## config.mk

```make
export PLATFORM = sky130hd
export DESIGN_NAME = pool_layer_ctrl
export DESIGN_NICKNAME = d
export VERILOG_FILES = /design/src/hdl/cnn_layer_pkg.sv /design/src/hdl/pool_layer_ctrl.sv
export VERILOG_INCLUDE_DIRS = /design/src /design/src/include
export SDC_FILE = /design/constraint.sdc
export NUM_CORES = 1
export LEC_CHECK = 0
export ABC_CLOCK_PERIOD_IN_PS = 4000
export BUFFER_PORTS_ARGS = -buffer_cell sky130_fd_sc_hd__buf_2
export CORE_AREA = 2 2 39 41
export CTS_BUF_LIST = sky130_fd_sc_hd__clkbuf_8 sky130_fd_sc_hd__clkbuf_16
export DETAILED_ROUTE_END_ITERATION = 6
export DIE_AREA = 0 0 41 43
export GPL_ROUTABILITY_DRIVEN = 0
export PLACE_DENSITY = 0.89
export SLEW_MARGIN = 25
export SYNTH_ARGS = -nofsm -noshare
export SYNTH_HDL_FRONTEND = slang
export SYNTH_SLANG_ARGS = --single-unit
```

## constraint.sdc

```tcl
create_clock -name clk -period 4 [get_ports clk]
set_clock_uncertainty 0.2 [all_clocks]
set_input_delay 0.4 -clock clk [delete_from_list [all_inputs] [get_ports clk]]
set_output_delay 0.4 -clock clk [all_outputs]
set_load 0.02 [all_outputs]
```

## src/include/cnn_params.svh

```systemverilog
`ifndef CNN_PARAMS_SVH
`define CNN_PARAMS_SVH

// One half-precision value
`define CNN_DATA_WIDTH 16

// Parallel lanes per RAM word, one feature map slice per lane
`define CNN_PARA_Y 4

// Full RAM word, all lanes packed
`define CNN_LANES_WIDTH (`CNN_DATA_WIDTH * `CNN_PARA_Y)

// Words in one ping-pong half
`define CNN_FM_RAM_HALF 256

// Word address inside one half
`define CNN_ADDR_WIDTH 8

// Side length of a square feature map
`define CNN_FM_SIZE_WIDTH 5

// Pool window side, 1 to 3
`define CNN_POOL_SIZE_WIDTH 2
`define CNN_LAYER_NUM_WIDTH 4

`endif
```

## src/hdl/cnn_layer_pkg.sv

```systemverilog
package cnn_layer_pkg;

	// Layer type seen on the host control port
	// Encodings follow the wider accelerator, 1 and 3 were conv and fc
	typedef enum logic [3:0] {
		INIT   = 4'd0,
		POOL   = 4'd2,
		FINISH = 4'd9
	} layer_type_e;

	// Sequencer states
	typedef enum logic [2:0] {
		// Waiting for a new layer request
		IDLE,
		// Host filling the input half
		LOAD,
		// One window read per k*k cycles, back to back
		READ,
		// Last reads issued, results still in the max lanes
		DRAIN,
		// Bank flipped, raise layer ready
		DONE
	} ctrl_state_e;

endpackage

```

## src/hdl/pool_layer_ctrl.sv

```systemverilog
`timescale 1ns/1ps

`include "cnn_params.svh"

module pool_layer_ctrl (
	input  logic                             clk,
	input  logic                             rst,
	input  cnn_layer_pkg::layer_type_e       layer_type_i,
	input  logic [`CNN_LAYER_NUM_WIDTH-1:0]  layer_num_i,
	input  logic                             init_done_i,
	input  logic                             win_last_i,
	input  logic                             all_last_i,
	input  logic                             result_valid_i,
	output logic                             start_o,
	output logic                             step_o,
	output logic                             rd_o,
	output logic                             first_o,
	output logic                             last_o,
	output logic                             bank_o,
	output logic                             init_fm_ram_ready_o,
	output logic                             layer_ready_o
);

	cnn_layer_pkg::ctrl_state_e state_q;

	// Last layer number that started a run
	logic [`CNN_LAYER_NUM_WIDTH-1:0] layer_num_q;

	// Next read opens a window
	logic first_q;

	// Set one cycle into DRAIN, the final result arrives after that
	logic drain_wait_q;

	logic pool_req;

	// New pool layer, only once the input half is loaded
	assign pool_req = (state_q == cnn_layer_pkg::IDLE) &&
	                  (layer_type_i == cnn_layer_pkg::POOL) &&
	                  init_fm_ram_ready_o &&
	                  (layer_num_i != layer_num_q);

	// Counter restarts on the same edge the FSM enters READ
	assign start_o = pool_req;

	// One read per cycle for the whole run, no stalls
	assign rd_o   = (state_q == cnn_layer_pkg::READ);
	assign step_o = rd_o;

	// Window boundary flags travel with the read
	assign first_o = rd_o & first_q;
	assign last_o  = rd_o & win_last_i;

	always_ff @(posedge clk or negedge rst) begin
		if (!rst) begin
			state_q             <= cnn_layer_pkg::IDLE;
			layer_num_q         <= '0;
			first_q             <= 1'b0;
			drain_wait_q        <= 1'b0;
			bank_o              <= 1'b0;
			init_fm_ram_ready_o <= 1'b0;
			layer_ready_o       <= 1'b0;
		end else begin
			case (state_q)
				cnn_layer_pkg::IDLE: begin
					if (layer_type_i == cnn_layer_pkg::INIT) begin
						// Fresh load, ready levels start low again
						init_fm_ram_ready_o <= 1'b0;
						layer_ready_o       <= 1'b0;
						state_q             <= cnn_layer_pkg::LOAD;
					end else if (layer_type_i == cnn_layer_pkg::FINISH) begin
						// Bank and RAM contents stay for readback
						layer_ready_o <= 1'b0;
					end else if (pool_req) begin
						layer_num_q   <= layer_num_i;
						layer_ready_o <= 1'b0;
						first_q       <= 1'b1;
						state_q       <= cnn_layer_pkg::READ;
					end
				end
				cnn_layer_pkg::LOAD: begin
					if (init_done_i) begin
						init_fm_ram_ready_o <= 1'b1;
					end
					// Layer ready trails the RAM ready by one edge
					if (init_fm_ram_ready_o) begin
						layer_ready_o <= 1'b1;
					end
					if (layer_type_i != cnn_layer_pkg::INIT) begin
						state_q <= cnn_layer_pkg::IDLE;
					end
				end
				cnn_layer_pkg::READ: begin
					// Read after a window's last one opens the next window
					first_q <= win_last_i;
					if (win_last_i && all_last_i) begin
						drain_wait_q <= 1'b0;
						state_q      <= cnn_layer_pkg::DRAIN;
					end
				end
				cnn_layer_pkg::DRAIN: begin
					drain_wait_q <= 1'b1;
					// For k=1 the previous window's result lands in the first DRAIN cycle
					if (result_valid_i && drain_wait_q) begin
						// Output half becomes the next layer's input
						bank_o  <= ~bank_o;
						state_q <= cnn_layer_pkg::DONE;
					end
				end
				cnn_layer_pkg::DONE: begin
					layer_ready_o <= 1'b1;
					state_q       <= cnn_layer_pkg::IDLE;
				end
				default: begin
					state_q <= cnn_layer_pkg::IDLE;
				end
			endcase
		end
	end

endmodule

```

==> flow_metrics.tcl <==
set metrics [dict create \
    antenna_found_initial 0 \
    cpPeakStageDelay_ps 400 \
    crit_path_frequent_cell "buf_2" \
    max_slew_margin_pct 76.6 \
    io_buffers 21 \
    routedWlPerCell_microns 13.4 \
    worstSetupEndpointType "primary output" \
    cp_top_family "simple AND/OR/NAND/NOR gates" \
    grt_pass1_vias 488 \
    via_per_inst 5.28 \
    status "finished clean" \
    cts.path.max_buffers 2 \
    remaining_drc_errors 0 \
    clk_pin_slew_worst_paths_ps 50 \
    fin_total_pwr_mw 0.577 \
    cts-resized-gates 0 \
    cts_sinks 12 \
    seqPwrFrac_pct 38.7 \
    fin_setup_tns_ps 0 \
    drt_iter0_drc 8 \
    crit_path_max_fanout 7 \
    hpwl_microns 953 \
    firstDrtPassIters 4 \
    worstPathArrival_ps 1750 \
    die_x_microns 41 \
    cts_buffers 3 \
    swShare_pct 36.2 \
    finalWorstSetupSlack_ps 1650 \
    cts_max_level 1 \
    slowest_stage "and3_1" \
    num_io_pins 22 \
    p_comb_share_pct 38.7 \
    timing.fmax_mhz 425 \
    p_switching_mw 0.209 \
    grt_usage_pct 17.9 \
    yosys_warnings 0 \
    grt_max_degree 13 \
    setup-violations-final 0 \
    ys_seq_area_share_pct 46.2 \
    fp.dieArea_sq_um 1760 \
    root_buffer "clkbuf_8" \
    fin_area_sq_um 815 \
    antenna_left 0 \
    grt_overflow 0 \
    intPower_mw 0.368 \
    syn_to_final_growth_pct 25.2 \
    worst_pin_slew_ps 347 \
    grt_pass1_wl_microns 2050 \
    hp-class "primary input to flip-flop" \
    core_sq_um 1380 \
    pwr-share-clk_pct 22.7 \
    via_count 523 \
    required_ps 3400 \
    synth_area_sq_um 651 \
    synthCells 61 \
    place_ws_ps 1650 \
    post_cts_buffers 0 \
    rows 14 \
    path_buf_inv 2 \
    critPathKind "primary input to primary output" \
    diodes 0 \
    slew_violations 0 \
    fin_crit_sh_pct 58.8 \
    rsz0062_at_grt "no" \
    synthArstFlopShare_pct 100 \
    fin_nets 98 \
    start_util_pct 47.0 \
    timing.rr.start "state_q[0]$_DFFE_PN0P_" \
    avgSynthCellArea_sq_um 10.7 \
    power_density_nw_per_um2 708 \
    ys.flop_type "dfrtp_1" \
    drive_gt1_share_pct 37.3 \
    clk-insertion-delay-late_ps 240 \
    synth_edf_count 0 \
    ys_types 28 \
    start_kind "primary input" \
    crit_chain "buf_2 > or3_4 > nor4_2 > and3_1 > buf_2" \
    ir_worst_vdd_uv 310 \
    min_from "layer_num_i[2]" \
    dieHeight_microns 43 \
    hold_viol_final 0 \
    place_area_sq_um 749 \
    synth_seq_cells 12 \
    cts_tree "yes" \
    cap_violations 0 \
    min_period_ps 2350 \
    leakagePower_nw 0.397 \
    syn_nets 75 \
    crit_path_start "layer_type_i[0]" \
    routed_wl_microns 1330 \
]
-- cells by family after synthesis --
logic type | Yosys count | share of synthesized area [%]
compound gates | 10 | 10.4
xor+xnor | 5 | 6.73
buf+inv | 6 | 5.19
flops | 12 | 46.2
mux | 4 | 9.23
simple gates | 24 | 22.3
-- Yosys cell counts, types with 2 or more instances --
library cell  instances  area share [%]
xnor2_1               4             5.4
nor2_1                5             2.9
inv_1                 2             1.2
nand2_1               2             1.2
and2_1                2             1.9
nand2b_1              3             2.9
dfrtp_1              12              46
clkbuf_1              2             1.2
mux2_4                4             9.2
a22o_1                2             2.7
nand3_1               4             3.1
a21oi_1               2             1.5
o21ai_0               2             1.5
-- cell usage in the layout (no fill, tap or decap), drive strengths merged, types with 3 or more instances in the layout --
cell type and n:
mux2 4, dfrtp 12, nand3 4, clkbuf 4, nand2b 3, nor2 5, xnor2 4, buf 21
-- cell type report --
class,instances,area [sq um]
timing repair buffer,22,115
multi-input combinational,43,317
tap,16,20.0
clock buffer,4,55.1
inverter,2,7.51
fill,122,569
sequential,12,300
-- layer usage --
metal	vias up	global-route usage, %	part of all wire [%]
li1	259	-	-
met1	232	25.3	46
met2	30	23.1	45
met3	2	4.71	8.2
met4	0	12.0	0.68
met5	-	0	0
-- power groups by stage --
stage | sequential, mW | clock (mW) | combinational, mW
after detailed placement | 0.224 | 0 | 0.220
after floorplan | 0.224 | 0 | 0.163
after global routing | 0.230 | 0.143 | 0.243
after CTS | 0.222 | 0.134 | 0.224
after global placement | 0.219 | 0 | 0.218
final | 0.223 | 0.131 | 0.223
-- per-stage QoR --
| step | cells | hold WS (ps) | utilization (%) |
|---|---|---|---|
| floorplan | 61 | -95.6 | - |
| global placement | 94 | 87.0 | 54.2 |
| detailed placement | 94 | 90.7 | 54.2 |
| CTS | 99 | 211 | 58.9 |
| global route | 99 | 212 | 58.9 |
| finish | 99 | 216 | 58.9 |
-- path summary, 6_finish.rpt --
path	endpoint	depth (start not counted)	slack (ps)
min	layer_num_q[2]$_DFFE_PN0P_	2	220
max reg2reg	layer_num_q[1]$_DFFE_PN0P_	4	2090
max in group asynchronous	state_q[0]$_DFFE_PN0P_	2	3020
min in group asynchronous	layer_num_q[2]$_DFFE_PN0P_	2	370
max	start_o	5	1650
min reg2reg	bank_o$_DFFE_PN0P_	1	260
-- flip-flops by register name, indices dropped and copies added, names as in the netlist --
name / count
drain_wait_q: 1
first_q: 1
init_fm_ram_ready_o: 1
layer_ready_o: 1
state_q: 3
layer_num_q: 4
bank_o: 1
-- what timing repair did --
action                                  in CTS  in global routing
endpoints found under the setup margin       0                  0
endpoints found under the hold margin       12                  0
hold buffers                                 1                  0
(Power assumes the default switching activity.)
