==> config.mk <==
export PLATFORM = sky130hd
export DESIGN_NAME = max_pool_lanes
export DESIGN_NICKNAME = d
export VERILOG_FILES = /design/src/hdl/fp16_pkg.sv /design/src/hdl/max_pool_lanes.sv
export VERILOG_INCLUDE_DIRS = /design/src /design/src/include
export SDC_FILE = /design/constraint.sdc
export NUM_CORES = 1
export LEC_CHECK = 0
export BUFFER_PORTS_ARGS = -buffer_cell sky130_fd_sc_hd__buf_2
export CORE_UTILIZATION = 54
export CTS_CLUSTER_DIAMETER = 60
export CTS_CLUSTER_SIZE = 24
export DETAILED_ROUTE_END_ITERATION = 6
export GPL_TIMING_DRIVEN = 0
export PLACE_DENSITY_LB_ADDON = 0.25
export SLEW_MARGIN = 20
export SYNTH_ARGS = -nofsm -noshare
export SYNTH_HDL_FRONTEND = slang
export SYNTH_SLANG_ARGS = --single-unit
==> constraint.sdc <==
create_clock -name clk -period 2.88 [get_ports clk]
set_input_delay 0.288 -clock clk [delete_from_list [all_inputs] [get_ports clk]]
set_output_delay 0.288 -clock clk [all_outputs]
set_load 0.03 [all_outputs]
==> src/include/cnn_params.svh <==
`ifndef CNN_PARAMS_SVH
`define CNN_PARAMS_SVH

// One half-precision value
`define CNN_DATA_WIDTH 16

// Parallel lanes per RAM word, one feature map slice per lane
`define CNN_PARA_Y 4

// Full RAM word, all lanes packed
`define CNN_LANES_WIDTH (`CNN_DATA_WIDTH * `CNN_PARA_Y)

// Words in one ping-pong half
`define CNN_FM_RAM_HALF 256

// Word address inside one half
`define CNN_ADDR_WIDTH 8

// Side length of a square feature map
`define CNN_FM_SIZE_WIDTH 5

// Pool window side, 1 to 3
`define CNN_POOL_SIZE_WIDTH 2
`define CNN_LAYER_NUM_WIDTH 4

`endif
==> src/hdl/fp16_pkg.sv <==
`include "cnn_params.svh"

package fp16_pkg;

	// Raw half-precision word
	// Bit 15 sign, 14:10 exponent, 9:0 mantissa
	typedef logic [`CNN_DATA_WIDTH-1:0] fp16_t;

	// One RAM word, lane j is slice j
	typedef fp16_t [`CNN_PARA_Y-1:0] fp16_lanes_t;

	// Negative infinity, below every finite value
	localparam fp16_t FP16_LOWEST = 16'hfc00;

endpackage

==> src/hdl/max_pool_lanes.sv <==
`timescale 1ns/1ps

`include "cnn_params.svh"

module max_pool_lanes (
	input  logic                  clk,
	input  logic                  rst,
	input  logic                  rd_i,
	input  logic                  first_i,
	input  logic                  last_i,
	input  fp16_pkg::fp16_lanes_t data_i,
	output logic                  result_valid_o,
	output fp16_pkg::fp16_lanes_t result_o
);

	// Strobes delayed to meet the registered RAM output
	logic rd_q;
	logic first_q;
	logic last_q;

	// a above b in float16 order, -0 sits below +0
	function automatic logic fp16_gt(input fp16_pkg::fp16_t a, input fp16_pkg::fp16_t b);
		if (a[15] != b[15]) begin
			return ~a[15];
		end else if (!a[15]) begin
			return a[14:0] > b[14:0];
		end else begin
			// Both negative, smaller magnitude is larger
			return a[14:0] < b[14:0];
		end
	endfunction

	always_ff @(posedge clk or negedge rst) begin
		if (!rst) begin
			rd_q           <= 1'b0;
			first_q        <= 1'b0;
			last_q         <= 1'b0;
			result_valid_o <= 1'b0;
			result_o       <= {`CNN_PARA_Y{fp16_pkg::FP16_LOWEST}};
		end else begin
			rd_q           <= rd_i;
			first_q        <= first_i;
			last_q         <= last_i;
			// Pulse in the cycle the final maxima are held
			result_valid_o <= rd_q & last_q;
			if (rd_q) begin
				for (int j = 0; j < `CNN_PARA_Y; j++) begin
					// First word of a window restarts the lane
					if (first_q || fp16_gt(data_i[j], result_o[j])) begin
						result_o[j] <= data_i[j];
					end
				end
			end
		end
	end

endmodule

==> results.md, run 1 <==
- Leakage power total: 3.14 nW
- Register-to-register setup slack: roughly 250 ps
- Area of the mapped netlist: around 5300 um2
- Post-placement setup slack: 253 ps
- Data arrival, critical path: 2850 ps
- Setup Fix Bufs, Post-CTS: 0
- Critical-path top delay cell: dfstp_2
- Post-layout min period: 2630 ps
- Maximum cell stage delay along the critical path: 570 ps
- Nets@finish: 800
- Final wirelength: 13400 um
- Cell type group with the largest total delay on the critical path: compound AO/OA/AOI/OAI gates
- Overall die width: 101 um
- Number of setup violations in the final report: 0
- N_diodes: 0
- Placed cell areas: 6120 um2
- Maximum fanout along the worst path: 10
- Routed wire length per instance: 16.6 um
- Library cell occupying the most area in the post-synthesis netlist: dfrtp_1
- Required arrival time at the worst endpoint: between 3000 and 4000 ps
- Synthesis-to-layout area growth: 20.0%
- Clock-pin slew reported for the worst setup and hold paths after clock tree synthesis: 80 ps
- Hold violation total from the final report: 0
- Transition at the pin with the smallest max-transition slack: 576 ps
- Dominant cell by count in the synthesized netlist: inv_1
- Commonest cells in the netlist: 64 x inv_1, 62 x and2_1, 60 x a22o_1, 60 x ha_1, 52 x a221o_1
- Number of gates on the worst path with buffers counted: 8
- Synth cell types: 35
- Die Ht: 101 um
- RR Startpoint: result_o[13]$_DFFE_PN1P_
- Number of I/O pins: 134
- Crit path capture: result_o[8]$_DFFE_PN0P_
- Area of the die: roughly 10000 um2
- Count of clock tree sinks: a little under 70
- Post-route DRC: 0
- Total number of vias: approximately 4800
- Async S/R FF share, synth: between 90% and 100%
- Relative slew slack: 61.6%
- Master cell of the clock root buffer: clkbuf_8
- Yosys top cell area share: about a fifth
- Kind of start point of the critical path: flip-flop
- Finished layout cell area: 6320 um2
- Gate count after technology mapping: approximately 530
- GR Overflow Total: 0
- Gp weighted congestion: 0.852
- Cts bufs inserted: 9
- Effective utilization at floorplan: 56.5%
- Layout filler cell count: 733
- Type of element capturing the critical path: flip-flop
- First element of the critical path: result_o[13]$_DFFE_PN1P_
- Core region area: ~9300 um2
- Largest buffer count on any clock path: 2
- Kind of critical path: flip-flop to flip-flop
- Number of vias per cell after detailed routing: about 6.0
- Unrepaired setup endpoints after global routing: false
- Endpoint of the lowest-slack register-to-register path: result_o[8]$_DFFE_PN0P_
- Site Rows: 35
- Final number of max-transition violations: 0
- Top_reg_cell synth: dfrtp_1
- Count of flip-flops with a built-in enable after synthesis: 0
- Fin crit share: 91.3%
- Number of input and output port buffers inserted: between 100 and 150
- Worst-case setup margin in the final layout: 251 ps
- H-tree levels: 3
- Outcome: finished, final reports clean
- TritonCTS clock tree: done
- Fraction of final layout cells sized beyond drive strength 1: roughly 32%
- TritonRoute pass-1 iters: 6
- Pin count of the biggest net entering global routing: 36
- Number of buffer and inverter stages on the critical path: 2
- Clock network latency to the later pin of the worst-skew pair: approximately 340 ps
- Share of the yosys chip area belonging to registers: 32.9%
- Post-Syn Area per Cell: ~10 um2
- Max-cap violations: 0
- Critical Path, Cell by Cell: inv_1 -> ha_1 -> and4_2 -> a221oi_2 -> and2_4 -> mux2_4 -> buf_6 -> a221o_1
- Max frequency: approximately 0.38 GHz
- Worst hold slack across all endpoints: 62.9 ps
- Total Neg Setup Slack: 0 ps
- Clock tree skew after final layout: around 12 ps
- Total half-perimeter wirelength after legalization and detailed placement: 9880 um
- Maximum resistive drop on vdd: roughly 370 uV
- Wire length of the first global-routing pass: 21700 um
- Antenna-violating nets left: 0
- Power density over the cells: 793 nW/um2
- Dominant cells by area after synthesis: dfrtp_1 21%, ha_1 14%, dfstp_2 12%, a22o_1 10%, a221o_1 9.9%
- YS warnings: 0
- FF+latch count, synth: around 70
- Vias in the first global route: 4689
- Number of antenna violations at the first check in global routing: 0
- Worst min-delay path category: primary input to flip-flop
- Cell count of the worst reg-to-reg path: 8
- Initial detailed-routing violation count: 215
- Synthesized Nets: 654
- Overall global routing resource usage: 26.8%
==> state kept, by name, indices dropped and copies added (netlist names) <==
register        count
result_o           64
first_q             1
last_q              1
rd_q                1
result_valid_o      1
==> worst min path at each step <==
stage                start                  endpoint  slack [ps]  cells past startpoint
floorplan              rst         first_q$_DFF_PN0_          -8                      0
global placement    last_i          last_q$_DFF_PN0_         400                      1
detailed placement     rst  result_o[39]$_DFFE_PN0P_         270                      1
CTS                   rd_i            rd_q$_DFF_PN0_          50                      1
global route          rd_i            rd_q$_DFF_PN0_          60                      1
finish                rd_i            rd_q$_DFF_PN0_          60                      1
==> logic make-up (layout without fill, tap and decap cells) <==
group / Yosys count / after routing / synth area share [%]
muxes: 4 / 4 / 1.14
adders and majority gates: 60 / 60 / 14.2
buffers and inverters: 91 / 241 / 7.79
and+or+nand+nor: 130 / 130 / 15.1
DFF: 68 / 68 / 32.9
AOI/OAI and AO/OA: 172 / 172 / 28.9
==> area by class of cell <==
class,instances,area (um2),area share [%]
Sequential cell,68,1730,27.4
Multi-Input combinational cell,366,3130,49.5
Timing Repair Buffer,135,698,11.0
Clock buffer,13,159,2.51
Buffer,27,170,2.69
Inverter,64,240,3.80
Tap cell,129,161,2.55
Clock inverter,2,35.0,0.554
==> power breakdown <==
part	internal, W	switching [W]
clock network	0.000443	0.000370
logic	0.00106	0.00153
registers	0.00131	0.000307
==> per-stage QoR <==
step,power (W),cells,util (%)
final,0.00501,804,67.8
after global placement,0.00410,787,65.4
after detailed placement,0.00420,788,65.6
after CTS,0.00503,804,67.8
after global routing,0.00534,804,67.8
after floorplan,0.00349,525,-
==> metal layers <==
layer	GRT usage, %	routed length, um	vias up	share of wire [%]
li1	-	-	2290	-
met1	34.8	6130	2351	46
met2	46.3	6500	141	49
met3	3.61	607	13	4.5
met4	8.58	138	0	1.0
met5	0	0	-	0
==> cell usage in the layout (no fill, tap or decap), drive strengths merged <==
master	instances
buf	148
and2	66
inv	64
a22o	60
ha	60
a221o	60
dfrtp	44
a21oi	28
clkbuf	26
dfstp	24
nor2	16
nand4	12
nand2	12
a211oi	8
o21ai	8
nand4b	4
nand3b	4
nand3	4
a221oi	4
mux2	4
o31ai	4
nor4	4
and4	4
nand2b	2
or2b	2
bufinv	1
clkinv	1
dlygate4sd3	1
==> worst reg2reg max path, delay by kind of cell, from the launching register on <==
kind | cells | cell delay [ps]
AO/OA/AOI/OAI | 2 | 620
adder cells (fa/ha/maj) | 1 | 310
buffers and inverters | 2 | 200
flip-flops | 1 | 570
multiplexers | 1 | 340
AND/OR/NAND/NOR | 2 | 470
==> what timing repair did <==
| item | 4_1_cts | 5_1_grt |
|---|---|---|
| resized for setup | 0 | 0 |
| hold endpoints to repair | 21 | 0 |
| setup endpoints to repair | 0 | 0 |
| hold buffers | 1 | 0 |
(Power assumes the default switching activity.)
==> run 2: changes to the inputs <==
--- a/config.mk
+++ b/config.mk
@@ -7,10 +7,11 @@
 export NUM_CORES = 1
 export LEC_CHECK = 0
 export BUFFER_PORTS_ARGS = -buffer_cell sky130_fd_sc_hd__buf_2
-export CORE_UTILIZATION = 54
+export CORE_UTILIZATION = 59
 export CTS_CLUSTER_DIAMETER = 60
 export CTS_CLUSTER_SIZE = 24
 export DETAILED_ROUTE_END_ITERATION = 6
+export GPL_ROUTABILITY_DRIVEN = 0
 export GPL_TIMING_DRIVEN = 0
 export PLACE_DENSITY_LB_ADDON = 0.25
 export SLEW_MARGIN = 20
==> constraint.sdc (replaced) <==
create_clock -name clk -period 3.2 [get_ports clk]
set_input_delay 0.32 -clock clk [delete_from_list [all_inputs] [get_ports clk]]
set_output_delay 0.32 -clock clk [all_outputs]
set_load 0.03 [all_outputs]
==> run 2 against run 1 <==
Combinational power down 10%. Fmax down 2.0%. Highest routed layer unchanged. Die area is 8.3% lower. Hold slack gained 12 ps. Global-route usage rose by 2.5 points. Clock-buffer cell count decreased by 1. Critical path depth up 1. Sequential share of layout area is 0.076 points higher. Via count is 1.9% higher.
==> results.md, run 2 (same netlist as run 1, synthesis figures left out) <==
- Flip-flop count of the largest register, all copies and words added: 64 (unchanged)
- Clock network latency to the later pin of the worst-skew pair: 350 ps (about the same)
- Hold violation total from the final report: 0 (unchanged)
- First element of the critical path: result_o[10]$_DFFE_PN1P_
- Number of input and output port buffers inserted: 133 (unchanged)
- Commonest cells after routing, fill and taps aside: 136 x buf_2, 64 x inv_1, 62 x and2_1
- Kind of critical path: flip-flop to flip-flop
- Transition at the pin with the smallest max-transition slack: 574 ps (-1.83 ps)
- Cell count of the worst reg-to-reg path: 9 (+1)
- Maximum fanout along the worst path: 10 (unchanged)
- Type of element capturing the critical path: flip-flop
- Fraction of final layout cells sized beyond drive strength 1: 32.2% (+0.25 points)
- Sequential cell area: 1730 um2 (unchanged)
- Master cell of the clock root buffer: clkbuf_8
- Worst min-delay path category: primary input to flip-flop
- Post-route DRC: 0 (unchanged)
- Power density over the cells: 720 nW/um2 (-9.1%)
- Post-placement setup slack: 582 ps (+329 ps)
- Number of I/O pins: 134 (unchanged)
- Finished layout cell area: 6310 um2 (-0.28%)
- Final wirelength: 13400 um (about the same)
- Placed cell areas: 6090 um2 (-0.43%)
- Most common cell after layout, fill and taps aside: buf_2
- Util after Layout: 72.7% (+4.9 points)
- Nets@finish: 800 (unchanged)
- Effective utilization at floorplan: 60.7% (+4.2 points)
- RR Startpoint: result_o[10]$_DFFE_PN1P_
- Synthesis-to-layout area growth: 19.7%
- Total Neg Setup Slack: 0 ps (unchanged)
- Max-cap violations: 0 (unchanged)
- Largest buffer count on any clock path: 2 (unchanged)
- N_diodes: 0 (unchanged)
- TritonRoute pass-1 iters: 4 (-2)
- Vias in the first global route: 4578 (-2.4%)
- Overall die width: 96.5 um (-4.2%)
- Number of antenna violations at the first check in global routing: 0 (unchanged)
- TritonCTS clock tree: done
- Core region area: 8680 um2 (-7.0%)
- Register-to-register setup slack: 520 ps (+270 ps)
- Cts bufs inserted: 9 (unchanged)
- Site Rows: 34 (-2.9%)
- Relative slew slack: 61.7% (+0.12 points)
- Required arrival time at the worst endpoint: 3430 ps (+330 ps)
- Max frequency: 0.373 GHz (-2.0%)
- Unrepaired setup endpoints after global routing: false
- Overall global routing resource usage: 29.3% (+2.5 points)
- Top reg by flops: result_o
- Clock-pin slew reported for the worst setup and hold paths after clock tree synthesis: 80 ps (about the same)
- Initial detailed-routing violation count: 140 (-35%)
- Hold path startpoint: first_i
- Data arrival, critical path: 2910 ps (+60 ps)
- Number of vias per cell after detailed routing: 6.23 (+4.5%)
- Total half-perimeter wirelength after legalization and detailed placement: 9810 um (-0.64%)
- Total design power: 0.00454 W (-9.4%)
- Crit path capture: result_o[9]$_DFFE_PN0P_
- Area of the die: 9310 um2 (-8.3%)
- Total number of vias: 4886 (+1.9%)
- Pin count of the biggest net entering global routing: 39 (+8.3%)
- Leakage power total: 3.14 nW (about the same)
- Endpoint of the lowest-slack register-to-register path: result_o[9]$_DFFE_PN0P_
- Maximum resistive drop on vdd: 373 uV (+0.33%)
- Worst-case setup margin in the final layout: 517 ps (+266 ps)
- Area of the multi-input gates: 3130 um2 (unchanged)
- Wire length of the first global-routing pass: 21500 um (-1.0%)
- Post-layout min period: 2680 ps (+54.0 ps)
- Routed wire length per instance: 17.1 um (+2.6%)
- Layout filler cell count: 668 (-8.9%)
- Outcome: finished, final reports clean
- Die Ht: 96.5 um (-4.2%)
- Clock tree skew after final layout: 11.5 ps (-0.349 ps)
- Count of clock tree sinks: 68 (unchanged)
- Antenna-violating nets left: 0 (unchanged)
- Fin crit share: 83.9% (-7.4 points)
- H-tree levels: 3 (unchanged)
- Final number of max-transition violations: 0 (unchanged)
- GR Overflow Total: 0 (unchanged)
- Kind of start point of the critical path: flip-flop
- Number of setup violations in the final report: 0 (unchanged)
run 2: cell count changes in the layout (fill, tap and decap cells not counted), sizes merged:
| cell | delta |
|---|---|
| clkbuf | -1 |
| clkinv | +1 |
| clkinvlp | +1 |
run 2: repair_timing:
action / in CTS / in global routing
hold buffers: 1 / 0
endpoints found under the setup margin: 0 / 0
resized for setup: 0 / 0
buffers inserted: 0 / 0
hold endpoints to repair: 19 / 0
run 2: per-layer routing:
| layer | wire (um) | global-route usage, % | vias up |
|---|---|---|---|
| met5 | 0 | 0 | - |
| met4 | 133 | 7.60 | 0 |
| met3 | 861 | 4.77 | 15 |
| met2 | 6550 | 50.0 | 156 |
| met1 | 5840 | 38.6 | 2425 |
| li1 | - | - | 2290 |
run 2: worst min path at each step:
stage / to / slack (ps) / depth (start not counted)
floorplan: first_q$_DFF_PN0_ / 20 / 0
global placement: first_q$_DFF_PN0_ / 430 / 1
detailed placement: result_o[39]$_DFFE_PN0P_ / 280 / 1
CTS: last_q$_DFF_PN0_ / 80 / 1
global route: last_q$_DFF_PN0_ / 70 / 1
finish: first_q$_DFF_PN0_ / 70 / 1
run 2: power breakdown:
part | switching [W] | internal (W)
Sequential | 0.000276 | 0.00118
Combinational | 0.00138 | 0.000951
Clock | 0.000357 | 0.000401
Total | 0.00202 | 0.00253
run 2: final cells by class:
cell class | instances | area share, %
Multi-Input combinational cell | 366 | 49.6
Clock inverter | 4 | 0.754
Timing Repair Buffer | 135 | 11.1
Tap cell | 108 | 2.14
Inverter | 64 | 3.81
Clock buffer | 12 | 2.46
Buffer | 27 | 2.70
Sequential cell | 68 | 27.5
run 2: critical path, cell delays in order, from the launching register on:
cell,delay (ps)
dfstp_2,560
inv_1,50
ha_1,310
a21oi_1,130
o21ai_1,120
a221oi_2,360
and2_4,220
mux2_4,340
buf_6,150
a221o_1,320
run 2: stage by stage:
step	hold slack (ps)	cells
after detailed placement	277	767
final	74.8	784
after CTS	75.1	784
after floorplan	24.4	525
after global routing	73.8	784
after global placement	429	766
