<file path="src/include/cnn_params.svh">
`ifndef CNN_PARAMS_SVH
`define CNN_PARAMS_SVH

// One half-precision value
`define CNN_DATA_WIDTH 16

// Parallel lanes per RAM word, one feature map slice per lane
`define CNN_PARA_Y 4

// Full RAM word, all lanes packed
`define CNN_LANES_WIDTH (`CNN_DATA_WIDTH * `CNN_PARA_Y)

// Words in one ping-pong half
`define CNN_FM_RAM_HALF 256

// Word address inside one half
`define CNN_ADDR_WIDTH 8

// Side length of a square feature map
`define CNN_FM_SIZE_WIDTH 5

// Pool window side, 1 to 3
`define CNN_POOL_SIZE_WIDTH 2
`define CNN_LAYER_NUM_WIDTH 4

`endif
</file>
<file path="src/hdl/pool_window_counter.sv">
`timescale 1ns/1ps

`include "cnn_params.svh"

module pool_window_counter (
	input  logic                             clk,
	input  logic                             rst,
	input  logic                             start_i,
	input  logic                             step_i,
	input  logic                             wr_step_i,
	input  logic [`CNN_FM_SIZE_WIDTH-1:0]    fm_size_i,
	input  logic [`CNN_POOL_SIZE_WIDTH-1:0]  pool_win_size_i,
	output logic [`CNN_ADDR_WIDTH-1:0]       rd_addr_o,
	output logic [`CNN_ADDR_WIDTH-1:0]       wr_addr_o,
	output logic                             win_last_o,
	output logic                             all_last_o
);

	// Window origin
	logic [`CNN_FM_SIZE_WIDTH-1:0] win_row_q;
	logic [`CNN_FM_SIZE_WIDTH-1:0] win_col_q;
	// Position inside the window
	logic [`CNN_FM_SIZE_WIDTH-1:0] in_row_q;
	logic [`CNN_FM_SIZE_WIDTH-1:0] in_col_q;
	// Linear output index, one per finished window
	logic [`CNN_ADDR_WIDTH-1:0]    wr_idx_q;

	logic [`CNN_FM_SIZE_WIDTH-1:0]   k_ext;
	logic [`CNN_FM_SIZE_WIDTH-1:0]   k_m1;
	logic                            in_last_col;
	logic                            in_last_row;
	logic                            col_next_fits;
	logic                            row_next_fits;
	logic [`CNN_FM_SIZE_WIDTH-1:0]   row_abs;
	logic [`CNN_FM_SIZE_WIDTH-1:0]   col_abs;
	logic [2*`CNN_FM_SIZE_WIDTH-1:0] rd_offset;

	assign k_ext = {{(`CNN_FM_SIZE_WIDTH-`CNN_POOL_SIZE_WIDTH){1'b0}}, pool_win_size_i};
	assign k_m1  = k_ext - 1'b1;

	assign in_last_col = (in_col_q == k_m1);
	assign in_last_row = (in_row_q == k_m1);

	// Next window must end inside the map, partial windows are dropped
	assign col_next_fits = ({1'b0, win_col_q} + {k_ext, 1'b0}) <= {1'b0, fm_size_i};
	assign row_next_fits = ({1'b0, win_row_q} + {k_ext, 1'b0}) <= {1'b0, fm_size_i};

	assign win_last_o = in_last_col & in_last_row;
	assign all_last_o = ~col_next_fits & ~row_next_fits;

	// Row-major word offset within the input half
	assign row_abs   = win_row_q + in_row_q;
	assign col_abs   = win_col_q + in_col_q;
	assign rd_offset = row_abs * fm_size_i + col_abs;
	assign rd_addr_o = rd_offset[`CNN_ADDR_WIDTH-1:0];

	assign wr_addr_o = wr_idx_q;

	always_ff @(posedge clk or negedge rst) begin
		if (!rst) begin
			win_row_q <= '0;
			win_col_q <= '0;
			in_row_q  <= '0;
			in_col_q  <= '0;
			wr_idx_q  <= '0;
		end else if (start_i) begin
			win_row_q <= '0;
			win_col_q <= '0;
			in_row_q  <= '0;
			in_col_q  <= '0;
			wr_idx_q  <= '0;
		end else begin
			if (step_i) begin
				if (!in_last_col) begin
					in_col_q <= in_col_q + 1'b1;
				end else begin
					in_col_q <= '0;
					if (!in_last_row) begin
						in_row_q <= in_row_q + 1'b1;
					end else begin
						// Window done, move along the row first
						in_row_q <= '0;
						if (col_next_fits) begin
							win_col_q <= win_col_q + k_ext;
						end else begin
							win_col_q <= '0;
							if (row_next_fits) begin
								win_row_q <= win_row_q + k_ext;
							end
						end
					end
				end
			end
			// Output address follows the result stream
			if (wr_step_i) begin
				wr_idx_q <= wr_idx_q + 1'b1;
			end
		end
	end

endmodule

</file>
<file path="config.mk">
export PLATFORM = sky130hd
export DESIGN_NAME = pool_window_counter
export DESIGN_NICKNAME = d
export VERILOG_FILES = /design/src/hdl/pool_window_counter.sv
export VERILOG_INCLUDE_DIRS = /design/src /design/src/include
export SDC_FILE = /design/constraint.sdc
export NUM_CORES = 1
export LEC_CHECK = 0
export BUFFER_PORTS_ARGS = -buffer_cell sky130_fd_sc_hd__buf_2
export CORE_MARGIN = 3
export CORE_UTILIZATION = 40
export DETAILED_ROUTE_END_ITERATION = 12
export PLACE_DENSITY_LB_ADDON = 0.05
export SKIP_LAST_GASP = 1
export SYNTH_ARGS = -nofsm -noshare
export SYNTH_HDL_FRONTEND = slang
export SYNTH_SLANG_ARGS = --single-unit
</file>
<file path="constraint.sdc">
create_clock -name clk -period 6.9 [get_ports clk]
set_input_delay 0.345 -clock clk [delete_from_list [all_inputs] [get_ports clk]]
set_output_delay 0.345 -clock clk [all_outputs]
set_load 0.02 [all_outputs]
</file>
==> impl_metrics.env, run 1 <==
export IMPL_critPathMaxFanout=6
export IMPL_powerDensity_nw_per_um2=188.6
export IMPL_antenna_found_initial=0
export IMPL_crit_family="adder cells"
export IMPL_slowest_stage="fa_1"
export IMPL_synth_flop_cell="dfrtp_1"
export IMPL_clk_path_buf_depth=2
export IMPL_cellLeakagePower_nw=1.762
export IMPL_rows=31
export IMPL_cts_sinks=28
export IMPL_regToRegEndpoint="win_row_q[3]"
export IMPL_critical_path_class="flip-flop to output port"
export IMPL_clock_fmax_mhz=189.1
export IMPL_dpl_worst_slack_ns=1.875
export IMPL_synth_top_cell_area_share_pct=21.92
export IMPL_via_per_inst=5.163
export IMPL_relSlewSlack_pct=52.91
export IMPL_setup_viol=0
export IMPL_areaGrowthSynthToFinish_pct=8.689
export IMPL_critPathBufInv=3
export IMPL_grt_pass1_vias=2379
export IMPL_layout_nets=448
export IMPL_via_count=2437
export IMPL_root_buffer="clkbuf_8"
export IMPL_hold_viol=0
export IMPL_required_ns=6.55
export IMPL_synth_cells=350
export IMPL_wirelength_um=7074
export IMPL_rsz0062_at_grt="false"
export IMPL_min_period_over_period_pct=76.65
export IMPL_finalClockSkew_ns=0.005468
export IMPL_layout_drive_gt1_share_pct=12.06
export IMPL_synth_area_leaders="dfrtp_1, ha_1, fa_1"
export IMPL_syn_nets=424
export IMPL_maxCapViolCount=0
export IMPL_netlist_area_um2=3197
export IMPL_setup_tns_ns=0
export IMPL_ctsResizeCount=0
export IMPL_power_internal_w=0.0003666
export IMPL_reg2reg_from="win_col_q[1]"
export IMPL_die_y_um=95.40
export IMPL_final_max_slew_viol_count=0
export IMPL_fin_crit_ns=5.289
export IMPL_cpMostUsedCell="fa_1"
export IMPL_fillCellCount=764
export IMPL_layout_cells_non_filler=472
export IMPL_p_sw_share_pct=44.06
export IMPL_r2r_slack_ns=3.74
export IMPL_place_gp_congestion=0.7622
export IMPL_initial_core_util_pct=42.70
export IMPL_setup_ws_ns=1.611
export IMPL_hold_buffers=0
export IMPL_ff_latch_area_um2=700.7
export IMPL_ys_async_sr_fraction_pct=100.0
export IMPL_die_x_um=95.40
export IMPL_worst_pin_slew_ns=0.7063
export IMPL_ys_types=50
export IMPL_htree_levels=1
export IMPL_post_cts_setup_buffer_count=0
export IMPL_arrival_ns=4.94
export IMPL_drt_iter0_markers=70
export IMPL_drc=0
export IMPL_postRouteAntennaNets=0
export IMPL_ff2ff_path_depth=9
export IMPL_power_switching_w=0.0002887
export IMPL_grt_max_degree=29
export IMPL_holdCritPathClass="input pin to asynchronous set/reset pin"
export IMPL_multi_input_area_um2=2292
export IMPL_syn_area_per_cell_um2=9.134
export IMPL_wl_per_cell_um=14.99
export IMPL_coreArea_um2=7486
export IMPL_dp_hpwl_um=5813
export IMPL_synth_edff_count=0
export IMPL_seqPwrFrac_pct=31.5
export IMPL_grt_first_pass_wirelength_um=11920
export IMPL_cts_buffers=3
export IMPL_p_comb_share_pct=52.3
export IMPL_synth_seq_area_share_pct=21.92
export IMPL_pwr_share_clk_pct=16.2
export IMPL_cts_tree="yes"
export IMPL_top_level_ports=30
export IMPL_yosys_warnings=0
export IMPL_worstSetupStartpointType="flip-flop"
export IMPL_grt_ovfl_total=0
export IMPL_gr_usage_all_layers_pct=16.80
export IMPL_synth_largest_area_cell="dfrtp_1"
export IMPL_cpPeakStageDelay_ns=0.54
export IMPL_die_area_um2=9101
export IMPL_status="complete, no violations"
export IMPL_crit_chain="ha_1 -> inv_1 -> fa_1 -> nor2b_1 -> o21ai_0 -> nand3_1 -> nor2b_1 -> nand2_1 -> fa_1 -> fa_1 -> fa_1 -> inv_1 -> ha_1 -> a21oi_1 -> o21bai_1 -> a21oi_1 -> xnor3_1 -> buf_2"
export IMPL_clk_latency_ns=0.28
export IMPL_antenna_cells=0
export IMPL_dp_cells=468
export IMPL_firstDrtPassIters=4
export IMPL_endpoint_kind="output port"
export IMPL_synth_seq_cells=28
export IMPL_portBuffers=29
export IMPL_peakVddDrop_mv=0.05976
export IMPL_clk_pin_slew_ns=0.10
==> per-stage QoR <==
step	hold slack [ns]	total power, W	area, um2	utilization (%)
6_report	0.07946	0.0006553	3475	46.41
5_1_grt	0.1302	0.0007276	3475	46.41
4_1_cts	0.1039	0.0006699	3475	46.41
3_5_place_dp	0.4238	0.0005596	3420	45.68
3_3_place_gp	0.4246	0.0005572	3420	45.68
2_1_floorplan	0.04941	0.0004647	3197	-
==> cell type report <==
type | instances | share of cell area [%]
clock buffer | 4 | 1.584
inverter | 42 | 4.537
sequential | 28 | 20.17
tap | 99 | 3.565
multi-input combinational | 270 | 65.97
timing repair buffer | 29 | 4.177
==> layout by cell type (no fill, tap or decap), types with 8 or more instances in the layout <==
| cell type | count |
|---|---|
| xor2_1 | 9 |
| nand2_1 | 30 |
| buf_2 | 29 |
| a21o_1 | 11 |
| nor2_1 | 20 |
| o21ai_1 | 8 |
| ha_1 | 43 |
| inv_1 | 42 |
| a21oi_1 | 18 |
| nand2b_1 | 8 |
| xnor2_1 | 18 |
| fa_1 | 19 |
| nand4_1 | 8 |
| nand3_1 | 8 |
| dfrtp_1 | 28 |
==> cell families after synthesis <==
logic type               after synthesis  share of synthesized area [%]
multiplexers                           5                          1.683
flip-flops                            28                          21.92
AND/OR/NAND/NOR                      110                          18.47
buffers and inverters                 52                          6.379
XOR/XNOR                              28                          8.102
AO/OA/AOI/OAI                         65                          14.72
adder cells (fa/ha/maj)               62                          28.73
==> state kept, by name, summed over array words and instances (netlist names) <==
signal     flops
win_row_q      5
in_col_q       5
in_row_q       5
win_col_q      5
wr_addr_o      8
==> power by group through the flow <==
stage | Clock [W] | Sequential (W) | Combinational [W]
floorplan | 0 | 0.000200 | 0.000265
global placement | 0 | 0.000210 | 0.000347
detailed placement | 0 | 0.000210 | 0.000350
CTS | 0.000110 | 0.000207 | 0.000352
global route | 0.000115 | 0.000211 | 0.000401
finish | 0.000106 | 0.000206 | 0.000342
==> synth_stat cells (all sizes together), types with 3 or more instances <==
cell    instances
clkbuf          7
a21o           11
nand2          30
nor2           20
nand2b          8
ha             43
mux2            3
and2            7
dfrtp          28
buf             3
xor2            9
and3            6
o21ai          10
fa             19
nand3           9
a22o            6
a21oi          19
nor3            3
xnor2          18
nand4           8
a31o            3
inv            42
nor2b           7
or2             3
==> metal layers <==
layer  GRT usage, %  vias up  share of wire, %
met4          2.488        0              0.61
met2          28.98       18                48
met5              0        -                 0
met3          2.131        4               1.7
li1               -     1247                 -
met1          22.99     1168                49
==> worst register-to-register path, stage by stage, from the launching register on <==
cell,delay [ns]
dfrtp_1,0.49
ha_1,0.25
fa_1,0.43
xor2_1,0.18
ha_1,0.30
and3_1,0.18
and2_1,0.17
a32o_1,0.38
nor4_2,0.32
mux2_1,0.35
==> how the worst max path moves through the flow <==
stage | startpoint | cells past startpoint | endpoint
final | in_row_q[0] | 18 | rd_addr_o[7]
after global routing | in_row_q[0] | 18 | rd_addr_o[7]
after CTS | in_row_q[0] | 18 | rd_addr_o[7]
after detailed placement | in_row_q[0] | 18 | rd_addr_o[7]
after global placement | in_row_q[0] | 18 | rd_addr_o[7]
after floorplan | in_row_q[0] | 17 | rd_addr_o[7]
No activity file was read; power rests on OpenSTA's default activity.
==> inputs of run 2 (changes only) <==
==> constraint.sdc (replaced) <==
create_clock -name clk -period 4.4 [get_ports clk]
set_input_delay 0.22 -clock clk [delete_from_list [all_inputs] [get_ports clk]]
set_output_delay 0.22 -clock clk [all_outputs]
set_load 0.02 [all_outputs]
==> run 2 against run 1 <==
  * The run now ends with negative setup slack left
  * Count of clock-buffer cells in the layout down 1
  * Via count up 4.9%
  * Clock power up 97%
  * Worst hold slack better by 0.19 ns
  * Cell count up 7.8%
  * First-iteration DRC count unchanged
  * Sequential share of layout area down 2.2 points
  * Sequential cell count unchanged
  * Highest routed layer unchanged
==> impl_metrics.env, run 2 (same netlist as run 1, synthesis figures left out) <==
export IMPL_status="finished with violations"
export IMPL_violations="negative setup slack"
export IMPL_dp_hpwl_um=5723
export IMPL_initial_core_util_pct=42.70
export IMPL_antenna_found_initial=0
export IMPL_stdcell_area_um2=3909
export IMPL_critical_path_class="flip-flop to output port"
export IMPL_cts_tree="yes"
export IMPL_gr_usage_all_layers_pct=17.10
export IMPL_postRouteAntennaNets=0
export IMPL_cp_startpoint="in_row_q[0]"
export IMPL_place_gp_congestion=0.7718
export IMPL_via_count=2557
export IMPL_crit_end="rd_addr_o[7]"
export IMPL_hold_worst_slack_ns=0.2741
export IMPL_die_y_um=95.40
export IMPL_root_buffer="clkbuf_8"
export IMPL_maxCapViolCount=0
export IMPL_fin_crit_ns=4.582
export IMPL_required_ns=4.18
export IMPL_layout_drive_gt1_share_pct=27.07
export IMPL_r2r_slack_ns=1.15
export IMPL_holdCritPathClass="input pin to flip-flop"
export IMPL_worst_pin_slew_ns=0.6575
export IMPL_relSlewSlack_pct=56.16
export IMPL_die_area_um2=9101
export IMPL_drt_iter0_markers=70
export IMPL_rows=31
export IMPL_wirelength_um=7270
export IMPL_htree_levels=1
export IMPL_drc=0
export IMPL_antenna_cells=0
export IMPL_peakVddDrop_mv=0.1285
export IMPL_rsz0062_at_grt="true"
export IMPL_largest_reg_flops=8
export IMPL_die_x_um=95.40
export IMPL_clk_pin_slew_ns=0.10
export IMPL_final_max_slew_viol_count=0
export IMPL_finalClockSkew_ns=0.001818
export IMPL_via_per_inst=5.024
export IMPL_hold_viol=0
export IMPL_min_period_over_period_pct=104.1
export IMPL_worstSetupStartpointType="flip-flop"
export IMPL_setup_viol=2
export IMPL_reg2reg_from="win_row_q[1]"
export IMPL_dpl_instance_area_um2=3638
export IMPL_arrival_ns=4.36
export IMPL_grt_pass1_vias=2599
export IMPL_wl_per_cell_um=14.28
export IMPL_cellLeakagePower_nw=1.988
export IMPL_clock_fmax_mhz=218.2
export IMPL_critPathMaxFanout=4
export IMPL_cts_buffers=3
export IMPL_areaGrowthSynthToFinish_pct=22.27
export IMPL_clk_latency_ns=0.28
export IMPL_grt_max_degree=29
export IMPL_coreArea_um2=7486
export IMPL_layout_nets=485
export IMPL_regToRegEndpoint="win_row_q[3]"
export IMPL_setup_ws_ns=-0.1821
export IMPL_power_w=0.001164
export IMPL_grt_ovfl_total=0
export IMPL_firstDrtPassIters=4
export IMPL_grt_first_pass_wirelength_um=12230
export IMPL_clk_path_buf_depth=2
export IMPL_powerDensity_nw_per_um2=297.8
export IMPL_endpoint_kind="output port"
export IMPL_cts_sinks=28
export IMPL_portBuffers=29
export IMPL_top_level_ports=30
export IMPL_most_common_layout_cells="ha_1, buf_4, inv_1"
export IMPL_ff2ff_path_depth=11
[run 2: changes by cell type in the layout (fill, tap and decap cells not counted), moves of 3 or more]
| cell | before | now |
|---|---|---|
| a21oi_1 | 18 | 12 |
| a21oi_2 | 1 | 6 |
| buf_2 | 29 | 26 |
| buf_4 | 0 | 38 |
| ha_1 | 43 | 38 |
| ha_2 | 0 | 3 |
| inv_1 | 42 | 36 |
| inv_2 | 0 | 6 |
[run 2: worst min path at each step]
stage | from | end | slack, ns | depth (start not counted)
after global routing | wr_step_i | wr_addr_o[0] | 0.31 | 3
after CTS | wr_step_i | wr_addr_o[0] | 0.27 | 3
final | wr_step_i | wr_addr_o[0] | 0.27 | 3
after global placement | rst | win_col_q[0] | 0.30 | 1
after detailed placement | rst | win_col_q[0] | 0.31 | 1
after floorplan | rst | in_col_q[0] | -0.08 | 0
[run 2: cell type report]
type | instances | area (um2)
Tap cell | 99 | 123.9
Clock buffer | 3 | 41.29
Inverter | 42 | 157.7
Fill cell | 721 | 3577
Clock inverter | 1 | 30.03
Sequential cell | 28 | 700.7
Timing Repair Buffer | 66 | 436.7
Multi-Input combinational cell | 270 | 2419
[run 2: worst max-delay path: stages (launching register included)]
cell	delay [ns]
dfrtp_1	0.38
ha_2	0.20
inv_2	0.04
fa_2	0.39
xnor2_2	0.16
buf_4	0.15
nand2_2	0.06
fa_1	0.55
inv_2	0.05
ha_4	0.25
inv_1	0.04
fa_1	0.49
inv_1	0.05
ha_1	0.26
a21o_1	0.21
a21oi_4	0.19
o21bai_4	0.07
a21oi_2	0.16
xnor3_2	0.26
buf_6	0.14
[run 2: repair_timing]
action / CTS / global route
hold endpoints to repair: 18 / 0
setup endpoints to repair: 4 / 3
hold buffers: 1 / 0
pin swaps: 17 / 21
setup buffers: 1 / 6
resized for setup: 16 / 21
[run 2: per-stage QoR]
step           utilization (%)  setup TNS [ns]  std cells  setup slack (ns)
2_1_floorplan                -               0        350           0.01091
3_5_place_dp             48.60         -0.1872        497           -0.1791
6_report                 52.21         -0.2713        509           -0.1821
4_1_cts                  50.51         -0.3183        503           -0.2068
3_3_place_gp             48.60        -0.07454        497          -0.07454
5_1_grt                  52.21         -0.8611        509           -0.4008
[run 2: where the power goes]
part / total, W / internal, W / switching [W]
Clock: 0.000209 / 0.000122 / 0.0000875
Sequential: 0.000295 / 0.000279 / 0.0000161
Combinational: 0.000660 / 0.000286 / 0.000374
[run 2: per-layer routing]
metal  wire length [um]  up-vias  share of wire [%]  GRT usage (%)
met5                  0        -                  0              0
met4                 64        0               0.88          3.910
met3                268        4                3.7          2.210
met2               3398       33                 47          27.87
met1               3539     1207                 49          24.21
li1                   -     1313                  -              -
